### config.mk
export PLATFORM = sky130hd
export DESIGN_NAME = pcie_int_top
export DESIGN_NICKNAME = d
export VERILOG_FILES = /design/src/design/pcie_int_pkg.sv /design/src/design/pcie_int_apb_regs.sv /design/src/design/pcie_int_capture.sv /design/src/design/pcie_int_ctrl.sv /design/src/design/pcie_int_top.sv
export VERILOG_INCLUDE_DIRS = /design/src /design/src/design
export SDC_FILE = /design/constraint.sdc
export NUM_CORES = 1
export LEC_CHECK = 0
export BUFFER_PORTS_ARGS = -buffer_cell sky130_fd_sc_hd__buf_2
export CAP_MARGIN = 20
export CORE_MARGIN = 10
export CORE_UTILIZATION = 48
export DETAILED_ROUTE_END_ITERATION = 12
export PLACE_DENSITY_LB_ADDON = 0.2
export SYNTH_ARGS = -nofsm -noshare
export SYNTH_HDL_FRONTEND = slang
export SYNTH_SLANG_ARGS = --single-unit
export TNS_END_PERCENT = 10
### constraint.sdc
create_clock -name apb_clk -period 1.8 [get_ports apb_clk]
set_input_delay 0 -clock apb_clk [delete_from_list [all_inputs] [get_ports apb_clk]]
set_output_delay 0 -clock apb_clk [all_outputs]
set_load 0.05 [all_outputs]
### src/design/pcie_int_macros.svh
`ifndef PCIE_INT_MACROS_SVH
`define PCIE_INT_MACROS_SVH

// interrupt sources feeding the sticky status register
`define PCIE_INT_NUM_SRC 8

// apb address bus
`define PCIE_INT_APB_AW 12

// register map, byte offsets

// sticky status, write one to clear
`define PCIE_INT_REG_STATUS 12'h000

// per-source enable mask
`define PCIE_INT_REG_ENABLE 12'h004

// status and enable, read only
`define PCIE_INT_REG_PENDING 12'h008

// bit 0 written high re-sends an active msi
`define PCIE_INT_REG_CTRL 12'h00C

`endif

### src/design/pcie_int_pkg.sv
`include "pcie_int_macros.svh"

package pcie_int_pkg;

    typedef logic [`PCIE_INT_NUM_SRC-1:0] int_vec_t;  // one bit per source
    typedef logic [`PCIE_INT_APB_AW-1:0]  apb_addr_t;
    typedef logic [31:0]                  apb_data_t;

    // apb request from the master
    typedef struct packed {
        logic      psel;
        logic      penable;
        logic      pwrite;
        apb_addr_t paddr;
        apb_data_t pwdata;
    } apb_req_t;

    // register writes towards the capture block
    typedef struct packed {
        logic     clr_strobe;   // single cycle
        int_vec_t clr_mask;
        logic     en_strobe;    // single cycle
        int_vec_t en_value;
    } reg_wr_t;

    // endpoint core interrupt interface
    typedef struct packed {
        logic msienable;
        logic rdy;
    } cfg_int_in_t;

    typedef struct packed {
        logic interrupt;
        logic assert_level;  // legacy only, 1 = assert, 0 = deassert
    } cfg_int_out_t;

    typedef enum logic [2:0] {
        st_idle,          // wait for int_ob
        st_msi_set,       // msi request to core
        st_msi_wait,      // wait for int_ob to drop or a redo
        st_legacy_set,    // intx assert to core
        st_legacy_wait,   // wait for int_ob to drop
        st_legacy_clear   // intx deassert to core
    } int_state_e;

endpackage

### src/design/pcie_int_apb_regs.sv
`include "pcie_int_macros.svh"

module pcie_int_apb_regs (
    input  logic                   apb_clk,
    input  logic                   apb_pcie_rst,
    input  pcie_int_pkg::apb_req_t  apb,
    output pcie_int_pkg::apb_data_t prdata,
    input  pcie_int_pkg::int_vec_t  status,
    input  pcie_int_pkg::int_vec_t  enable,
    output pcie_int_pkg::reg_wr_t   wr,
    output logic                   redo
);

    logic                   access;     // completing cycle, no wait states
    logic                   wr_access;
    logic                   clr_strobe_q;
    logic                   en_strobe_q;
    pcie_int_pkg::int_vec_t clr_mask_q;
    pcie_int_pkg::int_vec_t en_value_q;
    pcie_int_pkg::int_vec_t wdata_vec;

    assign access    = apb.psel && apb.penable;
    assign wr_access = access && apb.pwrite;
    assign wdata_vec = apb.pwdata[`PCIE_INT_NUM_SRC-1:0];

    // write strobes
    always_ff @(posedge apb_clk) begin
        if (apb_pcie_rst) begin
            clr_strobe_q <= 1'b0;
            en_strobe_q  <= 1'b0;
        end else begin
            clr_strobe_q <= wr_access && (apb.paddr == `PCIE_INT_REG_STATUS);
            en_strobe_q  <= wr_access && (apb.paddr == `PCIE_INT_REG_ENABLE);
        end
    end

    // write data travels beside the strobes
    always_ff @(posedge apb_clk) begin
        clr_mask_q <= wdata_vec;
        en_value_q <= wdata_vec;
    end

    assign wr.clr_strobe = clr_strobe_q;
    assign wr.clr_mask   = clr_mask_q;
    assign wr.en_strobe  = en_strobe_q;
    assign wr.en_value   = en_value_q;

    // redo goes straight to the controller latch, sets it on the access edge
    assign redo = wr_access && (apb.paddr == `PCIE_INT_REG_CTRL) && apb.pwdata[0];

    // read mux
    always_comb begin
        prdata = '0;
        case (apb.paddr)
            `PCIE_INT_REG_STATUS: begin
                prdata[`PCIE_INT_NUM_SRC-1:0] = status;
            end
            `PCIE_INT_REG_ENABLE: begin
                prdata[`PCIE_INT_NUM_SRC-1:0] = enable;
            end
            `PCIE_INT_REG_PENDING: begin
                prdata[`PCIE_INT_NUM_SRC-1:0] = status & enable;
            end
            default: begin
                prdata = '0;  // ctrl and unmapped read as zero
            end
        endcase
    end

endmodule

### src/design/pcie_int_capture.sv
module pcie_int_capture (
    input  logic                  apb_clk,
    input  logic                  apb_pcie_rst,
    input  pcie_int_pkg::int_vec_t src,
    input  pcie_int_pkg::reg_wr_t  wr,
    output pcie_int_pkg::int_vec_t status,
    output pcie_int_pkg::int_vec_t enable,
    output logic                  int_ob
);

    pcie_int_pkg::int_vec_t src_q;      // first sample of the source levels
    pcie_int_pkg::int_vec_t src_qq;     // previous value for edge detect
    pcie_int_pkg::int_vec_t src_rise;
    pcie_int_pkg::int_vec_t clr_bits;

    // two samples of the source levels
    always_ff @(posedge apb_clk) begin
        src_q  <= src;
        src_qq <= src_q;
    end

    assign src_rise = src_q & ~src_qq;
    assign clr_bits = wr.clr_strobe ? wr.clr_mask : '0;

    // sticky status
    // an edge in the same cycle as a clear wins
    always_ff @(posedge apb_clk) begin
        if (apb_pcie_rst) begin
            status <= '0;
        end else begin
            status <= (status & ~clr_bits) | src_rise;
        end
    end

    // enable mask
    always_ff @(posedge apb_clk) begin
        if (apb_pcie_rst) begin
            enable <= '0;
        end else if (wr.en_strobe) begin
            enable <= wr.en_value;
        end
    end

    // any enabled status bit asserts the outbound level
    assign int_ob = |(status & enable);

endmodule

### src/design/pcie_int_ctrl.sv
module pcie_int_ctrl (
    input  logic                      apb_clk,
    input  logic                      apb_pcie_rst,
    input  logic                      int_ob,
    input  logic                      redo,
    input  pcie_int_pkg::cfg_int_in_t  cfg_in,
    output pcie_int_pkg::cfg_int_out_t cfg_out
);

    pcie_int_pkg::int_state_e st;
    pcie_int_pkg::int_state_e next_st;
    logic                     redo_valid;   // redo latch
    logic                     redo_ready;
    logic                     interrupt_q;
    logic                     assert_q;

    // latch can only be consumed in idle, or dropped with msi off
    assign redo_ready = (st == pcie_int_pkg::st_idle) || !cfg_in.msienable;

    always_ff @(posedge apb_clk) begin
        if (apb_pcie_rst) begin
            redo_valid <= 1'b0;
        end else begin
            if (redo_ready) begin
                redo_valid <= 1'b0;
            end
            if (redo) begin
                redo_valid <= 1'b1;  // set beats clear
            end
        end
    end

    always_comb begin
        next_st = st;
        case (st)
            pcie_int_pkg::st_idle: begin
                if (int_ob) begin
                    if (cfg_in.msienable) begin
                        next_st = pcie_int_pkg::st_msi_set;
                    end else begin
                        next_st = pcie_int_pkg::st_legacy_set;
                    end
                end
            end
            pcie_int_pkg::st_msi_set: begin
                if (cfg_in.rdy) begin
                    next_st = pcie_int_pkg::st_msi_wait;
                end
            end
            pcie_int_pkg::st_msi_wait: begin
                // back to idle re-arms a new msi if int_ob is still high
                if (!int_ob || redo_valid) begin
                    next_st = pcie_int_pkg::st_idle;
                end
            end
            pcie_int_pkg::st_legacy_set: begin
                if (cfg_in.rdy) begin
                    next_st = pcie_int_pkg::st_legacy_wait;
                end
            end
            pcie_int_pkg::st_legacy_wait: begin
                if (!int_ob) begin
                    next_st = pcie_int_pkg::st_legacy_clear;
                end
            end
            pcie_int_pkg::st_legacy_clear: begin
                if (cfg_in.rdy) begin
                    next_st = pcie_int_pkg::st_idle;
                end
            end
            default: begin
                next_st = pcie_int_pkg::st_idle;
            end
        endcase
    end

    // core outputs registered from the next state
    always_ff @(posedge apb_clk) begin
        if (apb_pcie_rst) begin
            st          <= pcie_int_pkg::st_idle;
            interrupt_q <= 1'b0;
            assert_q    <= 1'b0;
        end else begin
            st          <= next_st;
            interrupt_q <= (next_st == pcie_int_pkg::st_msi_set)
                        || (next_st == pcie_int_pkg::st_legacy_set)
                        || (next_st == pcie_int_pkg::st_legacy_clear);
            assert_q    <= (next_st == pcie_int_pkg::st_legacy_set);  // high only for intx assert
        end
    end

    assign cfg_out.interrupt    = interrupt_q;
    assign cfg_out.assert_level = assert_q;

endmodule

### src/design/pcie_int_top.sv
module pcie_int_top (
    input  logic                      apb_clk,
    input  logic                      apb_pcie_rst,
    input  pcie_int_pkg::apb_req_t     apb,
    output pcie_int_pkg::apb_data_t    prdata,
    input  pcie_int_pkg::int_vec_t     src,
    input  pcie_int_pkg::cfg_int_in_t  cfg_in,
    output pcie_int_pkg::cfg_int_out_t cfg_out
);

    pcie_int_pkg::reg_wr_t  wr;       // status clear and enable writes
    pcie_int_pkg::int_vec_t status;
    pcie_int_pkg::int_vec_t enable;
    logic                   redo;
    logic                   int_ob;   // outbound interrupt level

    // apb register decode
    pcie_int_apb_regs u_apb_regs (
        .apb_clk      (apb_clk),
        .apb_pcie_rst (apb_pcie_rst),
        .apb          (apb),
        .prdata       (prdata),
        .status       (status),
        .enable       (enable),
        .wr           (wr),
        .redo         (redo)
    );

    // source edges into sticky status
    pcie_int_capture u_capture (
        .apb_clk      (apb_clk),
        .apb_pcie_rst (apb_pcie_rst),
        .src          (src),
        .wr           (wr),
        .status       (status),
        .enable       (enable),
        .int_ob       (int_ob)
    );

    // msi and intx sequencing towards the core
    pcie_int_ctrl u_ctrl (
        .apb_clk      (apb_clk),
        .apb_pcie_rst (apb_pcie_rst),
        .int_ob       (int_ob),
        .redo         (redo),
        .cfg_in       (cfg_in),
        .cfg_out      (cfg_out)
    );

endmodule

==> impl_metrics.tcl, run 1 <==
set metrics [dict create \
    power.leakage_uw 0.000952 \
    ant_nets 0 \
    slew_violations 0 \
    area_growth_pct 23.8 \
    yosys_warnings 0 \
    p_switching_uw 501 \
    antenna_cells 0 \
    end_kind "output pin" \
    power-per-cell-area_nw_per_um2 894 \
    clkPwrFrac 0.343 \
    gr-total-overflow 0 \
    hpwl_mm 2.96 \
    clk_pin_slew_ns 0.08 \
    worstSkewPairLatency_ns 0.29 \
    synth_async_sr_flop_share 0 \
    synth_seq_cells 48 \
    cp_data_arrival_time_ns 1.59 \
    core-area_um2 3720 \
    finalHoldViolations 0 \
    grt_pass1_vias 1471 \
    vias 1486 \
    die_area_um2 6810 \
    die_x_um 82.6 \
    drive_gt1_frac 0.226 \
    fin_skew_ns 0.00654 \
    rsz0062_at_grt "false" \
    cts_tree "built" \
    power_frac_comb 0.115 \
    worstReg2RegStart "u_capture.status[1]" \
    holdCritPathClass "in2reg" \
    max_freq_ghz 0.628 \
    post-synth-top-count-cell "dfxtp_1" \
    die_y_um 82.6 \
    tns_ns 0 \
    rows 22 \
    setup_viol 0 \
    status "finished clean" \
    final_cells 309 \
    critical_path.max_fanout 8 \
    worst_ep_required_time_ns 1.80 \
    min-delay-start "apb[46]" \
    cts_setup_buffers 0 \
    final_nets 321 \
    cts_buffer_depth 2 \
    synth.avg_cell_area_um2 9.34 \
    synth-main-ff-cell "dfxtp_1" \
    placed_cells 284 \
    worstSetupPathType "in2out" \
    min_period_ns 1.59 \
    synth_edf_count 0 \
    gp_congestion 0.734 \
    peakVddDrop_mv 0.542 \
    synth_top_area_cell "dfxtp_1" \
    drt_iter0_markers 75 \
    cp-startpoint "apb[35]" \
    p_int_uw 1580 \
    netlist_area_um2 1880 \
    grt_max_degree 23 \
    worstSetupStartpointType "primary input" \
    syn_inst 201 \
    routed_wl_mm 4.15 \
    drc 0 \
    place.port_buffers 44 \
    setup_ws_ns 0.208 \
    htree_levels 2 \
    num_io_pins 93 \
    dp_slack_ns 0.407 \
    grt_usage 0.127 \
    cts_sinks 48 \
    routedWlPerCell_um 13.4 \
    synth_top_area_frac 0.512 \
    drv_cap 0 \
    start_util 0.505 \
    antenna_found_initial 0 \
    synthTopCellsByArea "dfxtp_1 51%, buf_4 10%, nor2b_1 5.7%" \
    power.total_uw 2080 \
    fin_crit_sh 0.884 \
    dr.pass1.iters 4 \
    yosysUniqueCellTypes 29 \
    synth_seq_area_share 0.512 \
    r2r_slack_ns 0.41 \
    ys_top_cells_by_count "48 x dfxtp_1, 26 x buf_4, 21 x a21oi_1, 21 x nor2_1, 19 x nand2_1" \
    seqPwrFrac 0.542 \
    cts_root_buf "clkbuf_8" \
    via_per_inst 4.81 \
    grt_pass1_wl_mm 6.74 \
    whs_ns 0.0634 \
    netSwitchingFraction 0.241 \
    numCtsBuffers 5 \
]
-- state kept, by name (all words and copies together) (netlist names) --
signal,cells
u_apb_regs.clr_mask_q,8
u_apb_regs.clr_strobe_q,1
u_apb_regs.en_strobe_q,1
u_capture.enable,8
u_capture.src_q,8
u_capture.src_qq,8
u_capture.status,8
u_ctrl.assert_q,1
u_ctrl.interrupt_q,1
u_ctrl.redo_valid,1
u_ctrl.st,3
-- power groups by stage --
| stage | logic, µW | registers, µW | clock network (µW) |
|---|---|---|---|
| finish | 238 | 1130 | 713 |
| global route | 258 | 1130 | 788 |
| CTS | 234 | 1130 | 736 |
| detailed placement | 202 | 1150 | 0 |
| global placement | 199 | 1150 | 0 |
| floorplan | 195 | 1140 | 0 |
-- cell families (layout without fill, tap and decap cells) --
logic type	after synthesis	after routing	synth area share
XOR/XNOR	1	1	0.00466
other	1	24	0.00200
AO/OA/AOI/OAI	37	37	0.111
multiplexers	11	11	0.0593
flip-flops	48	48	0.512
buffers and inverters	34	71	0.120
AND/OR/NAND/NOR	69	69	0.192
-- cells in the final DEF, fill, tap and decap left out, types with 2 or more instances in the layout --
master	n
a22oi_1	4
nor3_1	2
o21ai_0	5
dfxtp_1	48
a21oi_1	21
nor2_1	20
o21ai_1	3
nand3_1	2
buf_2	44
clkbuf_8	5
nor2b_1	16
dlygate4sd3_1	19
mux2i_1	10
nor4_2	2
nand2_1	19
conb_1	24
-- repair_timing --
item | CTS | global route
setup endpoints to repair | 0 | 8
gates resized for setup | 0 | 2
endpoints found under the hold margin | 20 | 0
hold buffers | 19 | 0
-- critical path, cell delays in order --
cell and delay, ns:
dlygate4sd3_1 0.54, buf_2 0.16, nor2b_2 0.27, o21ai_0 0.14, a21oi_1 0.18, buf_2 0.30
-- metal layers --
layer  global-route usage  wire [µm]
met2                0.208       1920
met3               0.0529        525
met5                    0          0
met4               0.0518         38
met1                0.143       1670
-- through the flow --
stage	utilization	area (µm²)
after global routing	0.626	2320
final	0.626	2320
after global placement	0.546	2030
after detailed placement	0.546	2030
after CTS	0.624	2320
after floorplan	-	1960
-- final timing paths --
check,depth (start not counted),end
worst max-delay path,6,prdata[0]
worst min-delay path,4,u_apb_regs.en_strobe_q
worst max register to register,4,u_ctrl.interrupt_q
worst min register to register,0,u_capture.src_qq[2]
-- cell type report --
type / instances / area, µm²
Fill cell: 350 / 1390
Sequential cell: 48 / 961
Multi-Input combinational cell: 142 / 783
Timing Repair Buffer: 64 / 418
Clock buffer: 5 / 68.8
Tap cell: 48 / 60.1
Clock inverter: 1 / 30.0
Inverter: 1 / 3.75
Note: power is estimated with default switching activity, not from simulation.
==> run 2: changes to the inputs <==
- ABC_AREA: not set -> 1
- CORE_UTILIZATION: 48 -> 49
- CTS_CLUSTER_SIZE: not set -> 14
==> run 2 against run 1 <==
Net effect: non-clock buffer count is 2 lower; design area is 2.5% higher; cell count is 10% higher; fmax is 7.7% higher; critical path depth is 1 higher; area after synthesis is 2.2% higher; sequential power hardly changed; clock skew is 0.0032 ns higher; first-iteration DRC count is 36% higher; combinational power is 4% lower; register-to-register slack better by 0.23 ns; clock power is 44% higher; critical endpoint is now prdata[3]; largest power group unchanged.
==> impl_metrics.tcl, run 2 <==
set metrics [dict create \
    rsz0062_at_grt "false" \
    status "finished clean" \
    htree_levels 2 \
    gr-total-overflow 0 \
    power-per-cell-area_nw_per_um2 999 \
    worst_pin_slew_ns 0.559 \
    cts_root_buf "clkbuf_8" \
    area_growth_pct 24.1 \
    max-slew-margin-rel 0.625 \
    drive_gt1_frac 0.198 \
    fin_crit_sh 0.821 \
    min_period_ns 1.48 \
    n_fill_cell 347 \
    synth_xor_area_frac 0 \
    core-area_um2 3720 \
    grt_max_degree 17 \
    end_kind "output pin" \
    holdCritPathClass "in2reg" \
    die_area_um2 6820 \
    post-synth-top-count-cell "dfxtp_1" \
    cp_data_arrival_time_ns 1.48 \
    fin_skew_ns 0.00974 \
    via_per_inst 4.70 \
    slew_violations 0 \
    synthMuxAreaShare 0 \
    path_delay_family "simple AND/OR/NAND/NOR gates" \
    finalHoldViolations 0 \
    hold_depth 3 \
    layout.cells.most_common "dfxtp_1" \
    synth.avg_cell_area_um2 8.31 \
    synth_top_area_frac 0.501 \
    place.port_buffers 44 \
    rows 22 \
    layout_common_cells "48 x dfxtp_1, 44 x buf_2, 31 x nand2_1" \
    crit_chain "buf_2 > nor2_1 > nand2_1 > nor2_2 > nand3_1 > o211ai_1 > buf_2" \
    seq_area_um2 961 \
    tns_ns 0 \
    cts_tree "built" \
    power.total_uw 2380 \
    cp_slowest_stage_delay_ns 0.34 \
    synthTopCellsByArea "dfxtp_1 50%, buf_4 10%, nand2_1 6.1%" \
    netlist_area_um2 1920 \
    synth_fa_ha_area_frac 0 \
    multiInputGateArea_um2 703 \
    placed_cells 316 \
    synth_top_family_by_area "simple AND/OR/NAND/NOR gates" \
    max_freq_ghz 0.677 \
    final_nets 351 \
    synth-main-ff-cell "dfxtp_1" \
    critical_path.max_fanout 8 \
    reg2reg_depth 8 \
    antenna_found_initial 0 \
    peakVddDrop_mv 0.644 \
    yosys_warnings 0 \
    grt_usage 0.124 \
    path_buf_inv 2 \
    die_y_um 82.6 \
    yosys.area_share.simple 0.191 \
    worstSetupStartpointType "primary input" \
    antenna_cells 0 \
    yosysUniqueCellTypes 21 \
    synth_async_sr_flop_share 0 \
    drc 0 \
    cts_buffer_depth 2 \
    worst-path-stages 7 \
    start_util 0.516 \
    synth_seq_cells 48 \
    cts_sinks 48 \
    setup_viol 0 \
    final_cells 341 \
    setup_ws_ns 0.323 \
    dp_slack_ns 0.327 \
    clk_pin_slew_ns 0.08 \
    synth_top_area_cell "dfxtp_1" \
    critPathMostFrequentCell "buf_2" \
    hpwl_mm 3.02 \
    worst_ep_required_time_ns 1.80 \
    vias 1603 \
    dr.pass1.iters 4 \
    grt_pass1_wl_mm 6.64 \
    routedWlPerCell_um 12.2 \
    synth_seq_area_share 0.501 \
    syn_inst 231 \
    ant_nets 0 \
    worstSkewPairLatency_ns 0.30 \
    synth_compound_area_frac 0.128 \
    routed_wl_mm 4.15 \
    grt_pass1_vias 1445 \
    num_io_pins 93 \
    numCtsBuffers 5 \
    drt_iter0_markers 102 \
    drv_cap 0 \
    power.leakage_uw 0.00113 \
    die_x_um 82.6 \
    ys_top_cells_by_count "48 x dfxtp_1, 31 x nand2_1, 27 x inv_1, 26 x buf_4" \
    gp_congestion 0.744 \
    synth_edf_count 0 \
    critPathSlowestCell "nand3_1" \
    worstSetupPathType "in2out" \
]
[run 2: logic make-up (layout without fill, tap and decap cells)]
kind of cell,after synthesis,in the layout
AND/OR/NAND/NOR,80,80
buffers and inverters,58,97
other,1,24
AO/OA/AOI/OAI,44,44
flip-flops,48,48
[run 2: tightest hold or removal path: stages]
cell and delay (ns):
buf_2 0.12, nand4_1 0.08, a21oi_1 0.06
[run 2: cell type report]
class,count,area share
clock buffer,5,0.0289
timing repair buffer,62,0.167
inverter,27,0.0425
clock inverter,3,0.0378
sequential,48,0.403
tap,48,0.0252
multi-input combinational,148,0.295
[run 2: final timing paths]
path                               to  slack (ns)                 from
setup / recovery            prdata[3]        0.32              apb[43]
hold / removal           u_ctrl.st[2]       0.009            cfg_in[0]
setup reg to reg      u_ctrl.assert_q        0.64  u_capture.status[7]
hold reg to reg   u_capture.src_qq[5]        0.35   u_capture.src_q[5]
[run 2: repair_timing]
item                                   4_1_cts  5_1_grt
endpoints found under the hold margin       17        0
hold buffers                                17        0
resized for setup                            0        0
buffers inserted                             0        0
[run 2: power breakdown]
part | switching [µW] | total [µW] | leakage (µW) | internal [µW]
clock network | 340 | 1030 | 0.0000784 | 694
logic | 163 | 228 | 0.000658 | 64.9
registers | 16.9 | 1120 | 0.000398 | 1100
total | 520 | 2380 | 0.00113 | 1860
[run 2: layer usage]
metal | vias up | GRT usage | share of wire | wire length (µm)
li1 | 831 | - | - | -
met1 | 708 | 0.147 | 0.40 | 1670
met2 | 59 | 0.189 | 0.44 | 1840
met3 | 5 | 0.0605 | 0.14 | 591
met4 | 0 | 0.0452 | 0.010 | 43
met5 | - | 0 | 0 | 0
[run 2: metrics by stage]
stage | utilization | hold slack (ns) | area (µm²)
CTS | 0.641 | 0.00223 | 2380
finish | 0.641 | 0.00910 | 2380
global placement | 0.553 | 0.102 | 2050
detailed placement | 0.553 | 0.104 | 2050
global route | 0.641 | 0.0136 | 2380
floorplan | - | 0.0277 | 2010
